[src/mem1r2w_params.svh]
`ifndef MEM1R2W_PARAMS_SVH
`define MEM1R2W_PARAMS_SVH

// Data word width in bits
`define MEM_WIDTH 15

// Address width, sized to MEM_NUMADDR
`define MEM_BITADDR 8

// Number of words in the physical macro
`define MEM_NUMADDR 256

// Macro read latency in cycles, at least 1
`define MEM_T1_DELAY 1

// Output register stages in the wrapper
`define MEM_FLOPOUT 1

`endif

[src/mem1r2w_pkg.sv]
`default_nettype none

`include "mem1r2w_params.svh"

package mem1r2w_pkg;

  // Logical read port, also macro port C
  typedef struct packed {
    logic                    read;
    logic [`MEM_BITADDR-1:0] adr;
  } rd_req_t;

  // Logical write ports 0/1, macro ports A/B
  typedef struct packed {
    logic                    write;
    logic [`MEM_BITADDR-1:0] adr;
    logic [`MEM_WIDTH-1:0]   din;
    logic [`MEM_WIDTH-1:0]   bw;  // Per-bit write enable
  } wr_req_t;

  // Logical read response
  typedef struct packed {
    logic                  vld;
    logic [`MEM_WIDTH-1:0] dout;
  } rd_rsp_t;

endpackage

`default_nettype wire

[src/algo_1r2w_wrap.sv]
`default_nettype none

`include "mem1r2w_params.svh"

module algo_1r2w_wrap
  import mem1r2w_pkg::*;
#(
  parameter int T1_DELAY = `MEM_T1_DELAY,
  parameter int FLOPOUT  = `MEM_FLOPOUT
) (
  input  logic                  clk,
  input  logic                  arst_n,
  input  rd_req_t               rd_req,
  input  wr_req_t               wr_req0,
  input  wr_req_t               wr_req1,
  output rd_rsp_t               rd_rsp,
  output rd_req_t               t1_rd,
  output wr_req_t               t1_wr_a,
  output wr_req_t               t1_wr_b,
  input  logic [`MEM_WIDTH-1:0] t1_dout
);

  localparam int LAT = T1_DELAY + FLOPOUT;  // Read to valid latency

  logic                  rsp_vld;
  logic [`MEM_WIDTH-1:0] rsp_dout;

  // No banking, ports map one to one
  assign t1_rd   = rd_req;
  assign t1_wr_a = wr_req0;
  assign t1_wr_b = wr_req1;

  if (LAT > 0) begin : g_vld
    logic [LAT-1:0] vld_sr;

    always_ff @(posedge clk or negedge arst_n) begin
      if (!arst_n) begin
        vld_sr <= '0;
      end else begin
        vld_sr[0] <= rd_req.read;
        for (int i = 1; i < LAT; i++) begin
          vld_sr[i] <= vld_sr[i-1];
        end
      end
    end

    assign rsp_vld = vld_sr[LAT-1];

    // Valid tracks the strobe through macro plus output stages
    a_vld_lat: assert property (@(posedge clk) disable iff (!arst_n)
      ##LAT (rsp_vld == $past(rd_req.read, LAT)))
      else $error("algo_1r2w_wrap: rd_rsp.vld out of step with read");
  end else begin : g_no_vld
    assign rsp_vld = rd_req.read;
  end

  if (FLOPOUT > 0) begin : g_flopout
    logic [`MEM_WIDTH-1:0] dout_sr [FLOPOUT];

    always_ff @(posedge clk) begin
      dout_sr[0] <= t1_dout;
      for (int i = 1; i < FLOPOUT; i++) begin
        dout_sr[i] <= dout_sr[i-1];
      end
    end

    assign rsp_dout = dout_sr[FLOPOUT-1];
  end else begin : g_no_flopout
    assign rsp_dout = t1_dout;
  end

  assign rd_rsp = '{vld: rsp_vld, dout: rsp_dout};

  // Macro must return written data by the time valid shows
  a_dout_known: assert property (@(posedge clk) disable iff (!arst_n)
    rsp_vld |-> !$isunknown(rsp_dout))
    else $error("algo_1r2w_wrap: rd_rsp.dout unknown with vld high");

endmodule

`default_nettype wire

[config.mk]
export PLATFORM = sky130hd
export DESIGN_NAME = algo_1r2w_wrap
export DESIGN_NICKNAME = d
export VERILOG_FILES = /design/src/mem1r2w_pkg.sv /design/src/algo_1r2w_wrap.sv
export VERILOG_INCLUDE_DIRS = /design/src
export SDC_FILE = /design/constraint.sdc
export NUM_CORES = 1
export LEC_CHECK = 0
export BUFFER_PORTS_ARGS = -buffer_cell sky130_fd_sc_hd__buf_2
export CORE_AREA = 2 2 80 82
export CTS_BUF_LIST = sky130_fd_sc_hd__clkbuf_4 sky130_fd_sc_hd__clkbuf_8 sky130_fd_sc_hd__clkbuf_16
export DETAILED_ROUTE_END_ITERATION = 12
export DIE_AREA = 0 0 82 84
export PLACE_DENSITY = 0.63
export SKIP_CTS_REPAIR_TIMING = 1
export SYNTH_ARGS = -nofsm -noshare
export SYNTH_HDL_FRONTEND = slang
export SYNTH_SLANG_ARGS = --single-unit
[constraint.sdc]
create_clock -name clk -period 0.9 [get_ports clk]
set_input_delay 0.135 -clock clk [delete_from_list [all_inputs] [get_ports clk]]
set_output_delay 0.135 -clock clk [all_outputs]
set_load 0.05 [all_outputs]
# Word level (Yosys, flattened, before mapping)
# Memories as Yosys holds them, arrays and structs flattened.
# Cells that the tools add are included.
# op_classes
bitwise,0
n_div,0
multipliers,0
eq_ne,0
shift,0
reduce_logical,0
mux,0
addsub,0
n_lt_le_gt_ge,0
# totals
n_memories,1
output_inout_bits,103
mem_bits_rw,15
rom_bits,0
latchBits,0
ff_bits,2
in_bits,104
# memory_table
name,words,width,rd,rd_clocked_by_memory_dff,wr,line_no,rtl
g_flopout.dout_sr,1,15,1,0,1,algo_1r2w_wrap.sv:58,logic [`MEM_WIDTH-1:0] dout_sr [FLOPOUT];

# Longest topological paths before layout
# depth
depth_word,0
depth_mapped,1
depth_no_buf,0

# Worst setup path before layout
# Ideal clock, no wire load.
# synth_path
path_kind,reg2out
start,mem g_flopout.dout_sr[0][0] in the netlist's numbering
end,out rd_rsp[0] in the netlist's numbering
required_time_ps,765
slack_ps,178
path_stages_with_launch,1
t_arrival_ps,587
path_cell_list,dfxtp_1
# synth_rtl
item,line_no,rtl
start: declaration,algo_1r2w_wrap.sv:58,
end: declaration,algo_1r2w_wrap.sv:16,"output rd_rsp_t rd_rsp,"

# Worst setup path after layout
# layout_path
start,reg g_vld.vld_sr[1]
end,out rd_rsp[15] in the netlist's numbering
# layout_rtl
item,line_no,rtl
start: declaration,algo_1r2w_wrap.sv:34,logic [LAT-1:0] vld_sr;
start signal: indexed assignment,algo_1r2w_wrap.sv:42,vld_sr[i] <= vld_sr[i-1];
# No word-level cell between the ends.

==> flow_summary_export.csv <==
group,metric,value,unit
status,status,"complete, but fails checks",
clock_network,clk_latency,0.25,ns
pwr,switching_share,26.0,%
synthesis,ys_warn_count,0,
clock_network,cts_sinks,17,
timing,worstMarginPinSlew,0.247,ns
status,violations,"setup timing",
clock_network,clockBufferDepth,2,
timing,period_minus_slack,0.905,ns
grt,grt_max_degree,11,
setup_path,worstPathRequired,0.76,ns
setup_path,cp.arrival,0.77,ns
detailed_routing,drt_iter0_markers,3,
clock_network,cts_inserted_buffers,3,
setup_path,cpPeakStageDelay,0.37,ns
grt,grt_use_total,5.27,%
grt,overflow,0,
setup_path,crit_path_cell_trace,"buf_6",
timing,fmax,1100,MHz
final_layout,final_layout_size_suffix_gt1_share,58.3,%
detailed_routing,wl_per_cell,16.5,µm
setup_path,worst-path-buf-inv,1,
pwr,p_seq_share,48.4,%
detailed_routing,drc,0,
hold_path,hp-class,"primary input to async pin",
timing,slew_violations,0,
die,die_w,82,µm
synthesis,synth_fp_nets,209,
timing,final_hold_viol_count,0,
timing,fin_worst_skew,0.000119,ns
die,ios,207,
final_layout,area_delta_synth_final,-7.55,%
detailed_routing,ant_nets,0,
final_layout,nets,177,
synthesis,avgSynthCellArea,9.63,µm²
final_layout,multi_input_gates,0,
die,coreArea,0.00610,mm²
setup_path,crit_path_end_kind,"primary output",
pwr,pwr-share-comb,19.4,%
final_layout,multi_input_comb_area,0,µm²
detailed_routing,dr.pass1.iters,2,
final_layout,num_antenna_cells,0,
pwr,leakagePower,0.413,nW
grt,grt_pass1_wl,2.55,mm
pwr,netSwitchingPower,0.000437,W
timing,slew-limit-headroom,83.7,%
pwr,intPower,0.00125,W
detailed_routing,viasPerCell,3.09,
clock_network,cts.htree.levels,1,
grt,antenna_found_initial,0,
die,std_cell_rows,29,
detailed_routing,wl,2.46,mm
grt,first_global_vias,450,
timing,hold_slack,0.197,ns
job,maxCapViolations,0,
die,die_h,84,µm
pwr,p_per_area,1800,mW/mm²
detailed_routing,via_count,460,
synthesis,yosysSeqAreaShare,34.7,%
die,initial_core_util,16.6,%
synthesis,syn_inst,105,
setup_path,crit_type,"flip-flop to primary output",
setup_path,critPathMaxFanout,1,
place,numPortBuffers,34,
place,placed_area,617,µm²
die,die_area,0.00689,mm²
clock_network,cts_tree,"built",
timing,finalCritPeriodShare,101,%
pwr,clkPwrFrac,32.2,%
setup_path,path_delay_family,"flip-flops",
timing,setup_ws,-0.00521,ns
setup_path,critPathLaunchType,"flip-flop",
timing,grt_setup_unrepaired,"yes",
clock_network,root_buffer,"clkbuf_8",
timing,finalSetupViolations,1,
setup_path,critPathSlowestCell,"dfrtp_1",
place,routabilityCongestion,0.693,
clock_network,clk_pin_slew,0.06,ns
pwr,peakVddDrop,1.55,mV
synthesis,syn_area,0.00101,mm²
final_layout,post-route-util,15.3,%
final_layout,postLayoutCellArea,935,µm²
synthesis,ys_ff_latch,17,
synthesis,ys_types,3,
## cell usage in the layout, fill, tap and decap left out
master / n
dfxtp_1: 11
clkbuf_8: 3
clkinv_2: 1
dfxtp_2: 4
dfrtp_1: 2
dlygate4sd3_1: 17
buf_6: 15
buf_4: 1
buf_2: 18
## final timing paths
path / startpoint / endpoint / slack (ns) / cells after the start
min in group clk: wr_req0[10] / t1_wr_a[10] / 0.27 / 0
max in group asynchronous: arst_n / g_vld.vld_sr[1] / 0.61 / 2
worst max-delay path: g_vld.vld_sr[1] / rd_rsp[15] / -0.005 / 1
worst max register to register: g_vld.vld_sr[0] / g_vld.vld_sr[1] / 0.42 / 0
worst min-delay path: arst_n / g_vld.vld_sr[0] / 0.20 / 2
worst min register to register: g_vld.vld_sr[0] / g_vld.vld_sr[1] / 0.36 / 0
## sequential cells by signal, summed over array words and instances, names as in the netlist
| register | count |
|---|---|
| g_flopout.dout_sr | 15 |
| g_vld.vld_sr | 2 |
## layer usage
metal	global-route usage, %	wire, µm	vias to the layer above
li1	-	-	160
met1	1.98	346	184
met2	7.17	1090	82
met3	6.71	760	34
met4	7.88	261	0
met5	0	0	-
## cell type report
class	count	area (µm²)
timing repair buffer	51	437
fill	686	5160
clock inverter	1	5.00
tap	77	96.3
sequential	17	355
clock buffer	3	41.3
## power by group through the flow
stage	combinational [W]	clock, W	sequential [W]
6_report	0.000327	0.000543	0.000815
3_5_place_dp	0.000223	0	0.000820
2_1_floorplan	0.00105	0	0.000948
4_1_cts	0.000223	0.000556	0.000804
3_3_place_gp	0.000222	0	0.000818
5_1_grt	0.000339	0.000593	0.000818
## through the flow
step | total power [W] | TNS, ns | setup slack, ns | cells
finish | 0.00168 | -0.00521 | -0.00521 | 149
detailed placement | 0.00104 | 0 | 0.213 | 128
global route | 0.00175 | -0.0372 | -0.0254 | 149
floorplan | 0.00200 | 0 | 0.178 | 105
global placement | 0.00104 | 0 | 0.214 | 128
CTS | 0.00158 | -0.786 | -0.0580 | 132
## synth_stat cells
library cell	number	area share (%)
dfxtp_1	15	30
dfrtp_1	2	5.0
buf_4	88	65
## kinds of logic (layout without fill, tap and decap cells)
group	Yosys count	in the layout	share of synthesized area, %
buffers and inverters	88	55	65.3
DFF	17	17	34.7
Note: power is estimated with default switching activity, not from simulation.
